$ cat config.mk
export PLATFORM = sky130hd
export DESIGN_NAME = nm_loop_top
export DESIGN_NICKNAME = d
export VERILOG_FILES = /design/src/rtl/nm_host_pkg.sv /design/src/rtl/nm_model_pkg.sv /design/src/rtl/nm_param_bank.sv /design/src/rtl/nm_tick_gen.sv /design/src/rtl/nm_waveform_buffer.sv /design/src/rtl/nm_motor_channel.sv /design/src/rtl/nm_loop_top.sv
export SDC_FILE = /design/constraint.sdc
export NUM_CORES = 2
export LEC_CHECK = 0
export BUFFER_PORTS_ARGS = -buffer_cell sky130_fd_sc_hd__buf_2
export CORE_UTILIZATION = 58
export DETAILED_ROUTE_END_ITERATION = 10
export GPL_TIMING_DRIVEN = 0
export PLACE_DENSITY = 0.75
export SYNTH_ARGS = -nofsm -noshare
export SYNTH_HDL_FRONTEND = slang
export SYNTH_HIERARCHICAL = 1
export SYNTH_SLANG_ARGS = --single-unit
$ cat constraint.sdc
create_clock -name ep50trig -period 10.5 [get_ports ep50trig]
set_input_delay 3.15 -clock ep50trig [delete_from_list [all_inputs] [get_ports ep50trig]]
set_output_delay 3.15 -clock ep50trig [all_outputs]
set_load 0.005 [all_outputs]
$ cat src/rtl/nm_host_pkg.sv
package nm_host_pkg;

    //////////////////////////////
    // host parameter select
    //////////////////////////////

    // which field a host write lands in
    typedef enum logic [2:0]
    {
        SEL_HALF_CNT    = 3'd0,
        SEL_PPS_COEF    = 3'd1,
        SEL_MN_GAIN     = 3'd2,
        SEL_DECAY_SHIFT = 3'd3
    } param_sel_e;

    //////////////////////////////
    // parameter set
    //////////////////////////////

    typedef struct packed
    {
        // tick half period, in clock cycles minus one
        logic [15:0] half_cnt;
        // spindle drive gain
        logic [15:0] pps_coef;
        // spikes to force gain
        logic [15:0] mn_gain;
        // force leak as a right shift
        logic [3:0]  decay_shift;
    } host_params_t;

    // values loaded on reset_global
    localparam logic [15:0] RST_HALF_CNT    = 16'd3;
    localparam logic [15:0] RST_PPS_COEF    = 16'd8;
    localparam logic [15:0] RST_MN_GAIN     = 16'd1;
    localparam logic [3:0]  RST_DECAY_SHIFT = 4'd2;

endpackage

$ cat src/rtl/nm_model_pkg.sv
package nm_model_pkg;

    //////////////////////////////
    // widths and sizes
    //////////////////////////////

    localparam int POS_W      = 16;
    localparam int WAVE_DEPTH = 64;
    localparam int WAVE_AW    = 6;
    localparam int ACC_W      = 32;
    localparam int FORCE_W    = 32;
    localparam int CNT_W      = 16;

    // motoneuron threshold, one spike per crossing
    localparam logic [ACC_W-1:0] FIRE_THRESH = 32'd4096;

    // rest lengths for the two muscles around the elbow
    localparam logic [POS_W-1:0] BIC_REST = 16'd40000;
    localparam logic [POS_W-1:0] TRI_REST = 16'd8000;

    // waveform buffer states
    typedef enum logic
    {
        WAVE_FILL = 1'b0,
        WAVE_PLAY = 1'b1
    } wave_state_e;

    // what a motor channel shows to the outside
    typedef struct packed
    {
        logic [POS_W-1:0]   len;
        logic [CNT_W-1:0]   spk_cnt;
        logic [FORCE_W-1:0] force_val;
    } chan_obs_t;

endpackage

$ cat src/rtl/nm_param_bank.sv
`timescale 1ns/1ps

module nm_param_bank
(
    input  logic                      ep50trig,
    input  logic                      reset_global,
    input  logic                      i_cfg_valid,
    input  nm_host_pkg::param_sel_e   i_cfg_sel,
    input  logic [15:0]               i_cfg_data,
    output nm_host_pkg::host_params_t o_params
);

    import nm_host_pkg::*;

    host_params_t params_q;

    //////////////////////////////
    // strobed host writes
    //////////////////////////////

    // one field per strobe, visible on the next cycle
    always_ff @(posedge ep50trig)
    begin
        if (reset_global)
        begin
            params_q.half_cnt    <= RST_HALF_CNT;
            params_q.pps_coef    <= RST_PPS_COEF;
            params_q.mn_gain     <= RST_MN_GAIN;
            params_q.decay_shift <= RST_DECAY_SHIFT;
        end
        else if (i_cfg_valid)
        begin
            case (i_cfg_sel)
                SEL_HALF_CNT:
                begin
                    params_q.half_cnt <= i_cfg_data;
                end
                SEL_PPS_COEF:
                begin
                    params_q.pps_coef <= i_cfg_data;
                end
                SEL_MN_GAIN:
                begin
                    params_q.mn_gain <= i_cfg_data;
                end
                SEL_DECAY_SHIFT:
                begin
                    // only the low nibble is meaningful
                    params_q.decay_shift <= i_cfg_data[3:0];
                end
                default:
                begin
                    // unknown opcode, keep everything
                    params_q <= params_q;
                end
            endcase
        end
    end

    assign o_params = params_q;

endmodule

$ cat src/rtl/nm_tick_gen.sv
`timescale 1ns/1ps

module nm_tick_gen
(
    input  logic        ep50trig,
    input  logic        reset_global,
    input  logic        i_sim_restart,
    input  logic [15:0] i_half_cnt,
    output logic        o_sim_tick
);

    logic [16:0] cnt_q;
    logic [16:0] cnt_last;

    // last count of a window is 2*half_cnt + 1
    assign cnt_last = {i_half_cnt, 1'b1};

    // greater-or-equal covers a shrinking half_cnt mid-window
    assign o_sim_tick = (cnt_q >= cnt_last);

    //////////////////////////////
    // window counter
    //////////////////////////////

    always_ff @(posedge ep50trig)
    begin
        if (reset_global || i_sim_restart)
        begin
            cnt_q <= '0;
        end
        else if (o_sim_tick)
        begin
            cnt_q <= '0;
        end
        else
        begin
            cnt_q <= cnt_q + 17'd1;
        end
    end

endmodule

$ cat src/rtl/nm_waveform_buffer.sv
`timescale 1ns/1ps

module nm_waveform_buffer
(
    input  logic        ep50trig,
    input  logic        reset_global,
    input  logic        i_sim_restart,
    input  logic        i_pipe_valid,
    input  logic [15:0] i_pipe_data,
    input  logic        i_sim_tick,
    output logic [15:0] o_pos,
    output logic        o_wave_playing
);

    import nm_model_pkg::*;

    wave_state_e         state_q;
    logic [POS_W-1:0]    mem [WAVE_DEPTH];
    logic [WAVE_AW:0]    count_q;
    logic [WAVE_AW-1:0]  wr_idx;
    logic [WAVE_AW-1:0]  rd_idx_q;
    logic [WAVE_AW:0]    rd_inc;
    logic [WAVE_AW-1:0]  rd_next;
    logic                wr_en;
    logic [POS_W-1:0]    pos_q;

    // samples land in order, so the count doubles as write index
    assign wr_idx = count_q[WAVE_AW-1:0];
    assign wr_en  = !i_sim_restart && (state_q == WAVE_FILL) && i_pipe_valid
                    && (count_q < WAVE_DEPTH);

    // cyclic read pointer over the stored samples
    assign rd_inc  = {1'b0, rd_idx_q} + 1'b1;
    assign rd_next = (rd_inc >= count_q) ? '0 : rd_inc[WAVE_AW-1:0];

    //////////////////////////////
    // sample memory
    //////////////////////////////

    always_ff @(posedge ep50trig)
    begin
        if (wr_en)
        begin
            mem[wr_idx] <= i_pipe_data;
        end
    end

    //////////////////////////////
    // fill / play control
    //////////////////////////////

    always_ff @(posedge ep50trig)
    begin
        if (reset_global)
        begin
            state_q  <= WAVE_FILL;
            count_q  <= '0;
            rd_idx_q <= '0;
            pos_q    <= '0;
        end
        else if (i_sim_restart)
        begin
            // pos keeps the last sample on restart
            state_q  <= WAVE_FILL;
            count_q  <= '0;
            rd_idx_q <= '0;
        end
        else
        begin
            if (wr_en)
            begin
                count_q <= count_q + 1'b1;
            end
            if (i_sim_tick && (state_q == WAVE_FILL) && (count_q != '0))
            begin
                state_q  <= WAVE_PLAY;
                rd_idx_q <= '0;
                pos_q    <= mem[0];
            end
            else if (i_sim_tick && (state_q == WAVE_PLAY))
            begin
                rd_idx_q <= rd_next;
                pos_q    <= mem[rd_next];
            end
        end
    end

    assign o_pos          = pos_q;
    assign o_wave_playing = (state_q == WAVE_PLAY);

endmodule

$ cat src/rtl/nm_motor_channel.sv
`timescale 1ns/1ps

module nm_motor_channel
#(
    parameter bit FLEXOR = 1'b1
)
(
    input  logic                      ep50trig,
    input  logic                      reset_global,
    input  logic                      i_sim_restart,
    input  logic                      i_sim_tick,
    input  logic                      i_wave_playing,
    input  logic [15:0]               i_pos,
    input  nm_host_pkg::host_params_t i_params,
    output nm_model_pkg::chan_obs_t   o_obs,
    output logic                      o_spike
);

    import nm_host_pkg::*;
    import nm_model_pkg::*;

    chan_obs_t           obs_q;
    logic [POS_W-1:0]    len_next;
    logic [ACC_W-1:0]    acc_q;
    logic [ACC_W-1:0]    acc_base;
    logic [ACC_W-1:0]    acc_next;
    logic [ACC_W-1:0]    drive;
    logic                fire;
    logic [CNT_W-1:0]    win_cnt_q;
    logic [CNT_W-1:0]    win_total;
    logic [FORCE_W-1:0]  force_leak;
    logic [FORCE_W-1:0]  force_gain;
    logic [FORCE_W:0]    force_sum;
    logic [FORCE_W-1:0]  force_next;

    function automatic logic [ACC_W-1:0] sat_add(input logic [ACC_W-1:0] a,
                                                 input logic [ACC_W-1:0] b);
        logic [ACC_W:0] s;
        s = {1'b0, a} + {1'b0, b};
        return s[ACC_W] ? '1 : s[ACC_W-1:0];
    endfunction

    //////////////////////////////
    // muscle length and spindle
    //////////////////////////////

    // biceps shortens as the elbow flexes, triceps lengthens
    always_comb
    begin
        if (FLEXOR)
        begin
            len_next = (i_pos > BIC_REST) ? '0 : BIC_REST - i_pos;
        end
        else
        begin
            len_next = (i_pos < TRI_REST) ? '0 : i_pos - TRI_REST;
        end
    end

    // rate proportional to length, coarse by 16
    assign drive = ACC_W'(obs_q.len >> 4) * ACC_W'(i_params.pps_coef);

    //////////////////////////////
    // motoneuron
    //////////////////////////////

    assign fire     = (acc_q >= FIRE_THRESH);
    assign acc_base = fire ? acc_q - FIRE_THRESH : acc_q;
    assign acc_next = i_wave_playing ? sat_add(acc_base, drive) : acc_base;

    // window count including a spike in this cycle
    assign win_total = (fire && (win_cnt_q != '1)) ? win_cnt_q + 1'b1 : win_cnt_q;

    // leaky force, refreshed once per tick
    assign force_leak = obs_q.force_val - (obs_q.force_val >> i_params.decay_shift);
    assign force_gain = FORCE_W'(win_total) * FORCE_W'(i_params.mn_gain);
    assign force_sum  = {1'b0, force_leak} + {1'b0, force_gain};
    assign force_next = force_sum[FORCE_W] ? '1 : force_sum[FORCE_W-1:0];

    always_ff @(posedge ep50trig)
    begin
        if (reset_global || i_sim_restart)
        begin
            obs_q     <= '0;
            acc_q     <= '0;
            win_cnt_q <= '0;
        end
        else
        begin
            obs_q.len <= len_next;
            acc_q     <= acc_next;
            if (i_sim_tick)
            begin
                obs_q.spk_cnt   <= win_total;
                obs_q.force_val <= force_next;
                win_cnt_q       <= '0;
            end
            else
            begin
                win_cnt_q <= win_total;
            end
        end
    end

    assign o_obs   = obs_q;
    assign o_spike = fire;

endmodule

$ cat src/rtl/nm_loop_top.sv
`timescale 1ns/1ps

module nm_loop_top
(
    input  logic                    ep50trig,
    input  logic                    reset_global,
    input  logic                    i_cfg_valid,
    input  nm_host_pkg::param_sel_e i_cfg_sel,
    input  logic [15:0]             i_cfg_data,
    input  logic                    i_pipe_valid,
    input  logic [15:0]             i_pipe_data,
    input  logic                    i_sim_restart,
    output logic                    o_sim_tick,
    output logic [15:0]             o_pos,
    output logic                    o_wave_playing,
    output nm_model_pkg::chan_obs_t o_bic,
    output nm_model_pkg::chan_obs_t o_tri,
    output logic                    o_bic_spike,
    output logic                    o_tri_spike
);

    import nm_host_pkg::*;

    host_params_t params;

    //////////////////////////////
    // host side
    //////////////////////////////

    nm_param_bank u_params
    (
        .ep50trig     (ep50trig),
        .reset_global (reset_global),
        .i_cfg_valid  (i_cfg_valid),
        .i_cfg_sel    (i_cfg_sel),
        .i_cfg_data   (i_cfg_data),
        .o_params     (params)
    );

    nm_tick_gen u_tick
    (
        .ep50trig      (ep50trig),
        .reset_global  (reset_global),
        .i_sim_restart (i_sim_restart),
        .i_half_cnt    (params.half_cnt),
        .o_sim_tick    (o_sim_tick)
    );

    // joint position source
    nm_waveform_buffer u_wave
    (
        .ep50trig       (ep50trig),
        .reset_global   (reset_global),
        .i_sim_restart  (i_sim_restart),
        .i_pipe_valid   (i_pipe_valid),
        .i_pipe_data    (i_pipe_data),
        .i_sim_tick     (o_sim_tick),
        .o_pos          (o_pos),
        .o_wave_playing (o_wave_playing)
    );

    //////////////////////////////
    // biceps and triceps
    //////////////////////////////

    nm_motor_channel #(.FLEXOR(1'b1)) u_bic
    (
        .ep50trig       (ep50trig),
        .reset_global   (reset_global),
        .i_sim_restart  (i_sim_restart),
        .i_sim_tick     (o_sim_tick),
        .i_wave_playing (o_wave_playing),
        .i_pos          (o_pos),
        .i_params       (params),
        .o_obs          (o_bic),
        .o_spike        (o_bic_spike)
    );

    nm_motor_channel #(.FLEXOR(1'b0)) u_tri
    (
        .ep50trig       (ep50trig),
        .reset_global   (reset_global),
        .i_sim_restart  (i_sim_restart),
        .i_sim_tick     (o_sim_tick),
        .i_wave_playing (o_wave_playing),
        .i_pos          (o_pos),
        .i_params       (params),
        .o_obs          (o_tri),
        .o_spike        (o_tri_spike)
    );

endmodule

==> impl_metrics.yaml <==
outcome:
  outcome: "finished clean"
timing:
  drv_slew: 0
  finalSetupViolations: 0
  rsz0062_at_grt: "no"
  fin_crit_sh_pct: 96.29
  finalSetupTns_ps: 0
  skew_ps: 55.73
  setup_slack_ps: 389.6
  final_hold_viol_count: 0
  worstMarginPinSlew_ps: 1425
  max_freq_mhz: 98.91
  maxSlewHeadroom_pct: 4.999
  min_period_ps: 10110
setup_path:
  slowest_delay_ps: 640
  reg2regPathDepth: 38
  crit_type: "reg -> reg"
  start_kind: "flip-flop"
  cp_max_fo: 10
  end_kind: "flip-flop"
  cpMaxStageDelayCell: "dfxtp_2"
  arrival_ps: 10720
  required_ps: 11110
  critPathMostFrequentCell: "fa_1"
placed_design:
  place.gp.congestion: 1.040
  pre_cts_slack_ps: -583.6
  portBuffers: 187
  dp_hpwl_um: 204900
clock_network:
  cts_buffer_depth: 3
  cts_tree: "done"
  cts.sinks: 1347
  cts-root-buf: "clkbuf_16"
  worstSkewPairLatency_ps: 790
  numCtsBuffers: 138
  hold_buffers: 0
  cts_max_level: 4
  cts.clk_slew.worst_paths_ps: 60
logic_synthesis:
  synth_edf_count: 1024
  yosys_warnings: 6
  async_flop_share_pct: 0
  synth_flop_cell: "edfxtp_1"
  synth_top_cell_by_area: "edfxtp_1"
  yosys-top-cells-count: "inv_1 (1106), edfxtp_1 (1024), nand2_1 (963)"
  synth_seq_cells: 1347
  avgSynthCellArea_um2: 11.00
  ys_seq_area_share_pct: 40.58
  yosysMostFrequentCell: "inv_1"
  netlist_instances: 8339
  synth_cell_types: 108
  syn_nets: 9616
  synth_area_leaders: "edfxtp_1 (34%), fa_1 (17%), dfxtp_1 (7.1%)"
  synth_area_mm2: 0.09170
  yosys.area.top_type_share_pct: 33.53
die:
  die_x_um: 399.6
  dieArea_mm2: 0.1597
  die_h_um: 399.6
  rows: 145
  initial_utilization_pct: 58.57
  core-area_mm2: 0.1566
  ioPinCount: 188
drt:
  wl_met1_um: 100600
  drtIter0Drc: 6865
  dr.max_layer_used: "met5"
  detail_route.wl_per_cell_um: 25.27
  num_vias: 67327
  vias_per_cell: 6.193
  drc: 0
  wirelength_um: 274700
  wl_met2_um: 130800
  wl_met3_um: 24810
  dr.pass1.iters: 7
  antenna_left: 0
global_route:
  grt_pass1_vias: 67607
  overflow: 0
  antenna_found_initial: 15
  grt_max_degree: 65
  grt_use_total_pct: 34.52
  grt_pass1_wl_um: 409000
power:
  p_leak_uw: 0.04135
  peakVddDrop_mv: 0.1919
  p_total_uw: 14690
  p_per_area_mw_per_mm2: 145.9
run:
  maxCapViolations: 0
layout:
  multi_input_area_mm2: 0.04906
  syn2layout_area_growth_pct: 9.818
  drive_above_1_share_pct: 9.583
  fillerInstances: 12066
  nNetsFinal: 9966
  regArea_mm2: 0.03722
min_path:
  hp-class: "reg -> reg"
  hold_path_depth: 1
==> cells by family (layout without fill, tap and decap cells) <==
family / after synthesis / in the layout / synth area share (%)
xor+xnor: 270 / 270 / 2.612
buf+inv: 1506 / 1964 / 6.330
other cells: 0 / 16 / 0
mux: 399 / 399 / 5.927
compound gates: 1306 / 1306 / 9.378
fa+ha+maj: 1237 / 1237 / 23.33
flops: 1347 / 1347 / 40.58
simple gates: 2274 / 2274 / 11.84
==> cell usage in the layout, fill, tap and decap left out, drive strengths merged, types with 27 or more instances in the layout <==
cell	count
inv	1111
edfxtp	1024
nand2	964
fa	788
clkbuf	486
ha	449
nor2	396
and2	372
a21oi	357
dfxtp	323
o21ai	294
buf	293
mux2i	246
xnor2	142
xor2	128
mux4	111
nand2b	95
nor3	89
nand3	88
o221ai	86
a21o	70
and3	68
a211oi	62
clkinv	57
o22ai	56
a31oi	55
a221oi	53
nor2b	51
mux2	42
o211ai	36
nand4	36
o21a	34
or2	29
nor4	27
==> through the flow <==
step	hold WS, ps	instance area [µm²]	instances	utilization [%]
floorplan	429.7	91700	8339	-
global placement	450.3	95210	10584	60.81
detailed placement	461.7	95540	10602	61.02
CTS	477.0	100400	10850	64.10
global route	501.0	100700	10862	64.31
finish	475.0	100700	10871	64.32
==> worst paths after layout <==
| path | startpoint | to | slack [ps] |
|---|---|---|---|
| worst max-delay path | u_params/o_params[1] | u_bic/o_obs[24] | 390 |
| worst min-delay path | u_tick/cnt_q[0] | u_tick/cnt_q[0] | 480 |
| worst max register to register | u_params/o_params[1] | u_bic/o_obs[24] | 390 |
| worst min register to register | u_tick/cnt_q[0] | u_tick/cnt_q[0] | 480 |
==> metal layers <==
metal / global-route usage (%) / vias up
met5: 0 / -
met4: 20.46 / 12
met3: 6.764 / 847
met2: 56.49 / 3642
met1: 42.56 / 33693
li1: - / 29133
==> critical path, delay by kind of cell (launching register included) <==
| kind | cells | cell delay (ps) |
|---|---|---|
| flip-flops | 1 | 640 |
| AND/OR/NAND/NOR | 6 | 800 |
| buffers and inverters | 7 | 1470 |
| XOR/XNOR | 2 | 650 |
| multiplexers | 3 | 930 |
| AO/OA/AOI/OAI | 13 | 2450 |
| adder cells (fa/ha/maj) | 7 | 3000 |
==> state kept, by name, summed over array words and instances, names as in the netlist <==
register and cells:
u_wave/rd_idx_q 6, u_bic/win_cnt_q 16, u_wave/o_pos 16, u_params/o_params 52, u_wave/o_wave_playing 1, u_bic/acc_q 32
u_tri/o_obs 64, u_tri/win_cnt_q 16, u_bic/o_obs 64, u_tri/acc_q 32, u_wave/mem 1024, u_wave/count_q 7
u_tick/cnt_q 17
==> power by group <==
| group | switching [µW] | internal, µW | total (µW) |
|---|---|---|---|
| logic | 2440 | 1320 | 3750 |
| clock network | 2190 | 2870 | 5060 |
| registers | 86.0 | 5790 | 5880 |
==> final cells by class <==
type	instances	share of cell area (%)
flip-flops and latches	1347	36.96
well taps	2058	2.557
plain buffers	393	1.654
diodes	16	0.03976
clock buffers	174	3.685
multi-input cells	5486	48.72
inverters	1111	4.141
clock inverters	74	0.9840
repair buffers	212	1.264
==> what timing repair did <==
| action | in CTS | in global routing |
|---|---|---|
| setup endpoints to repair | 62 | 64 |
| pin swaps | 1 | 1 |
| resized for setup | 23 | 62 |
| buffers inserted | 1 | 0 |
Power figures use the tool's default switching activity.
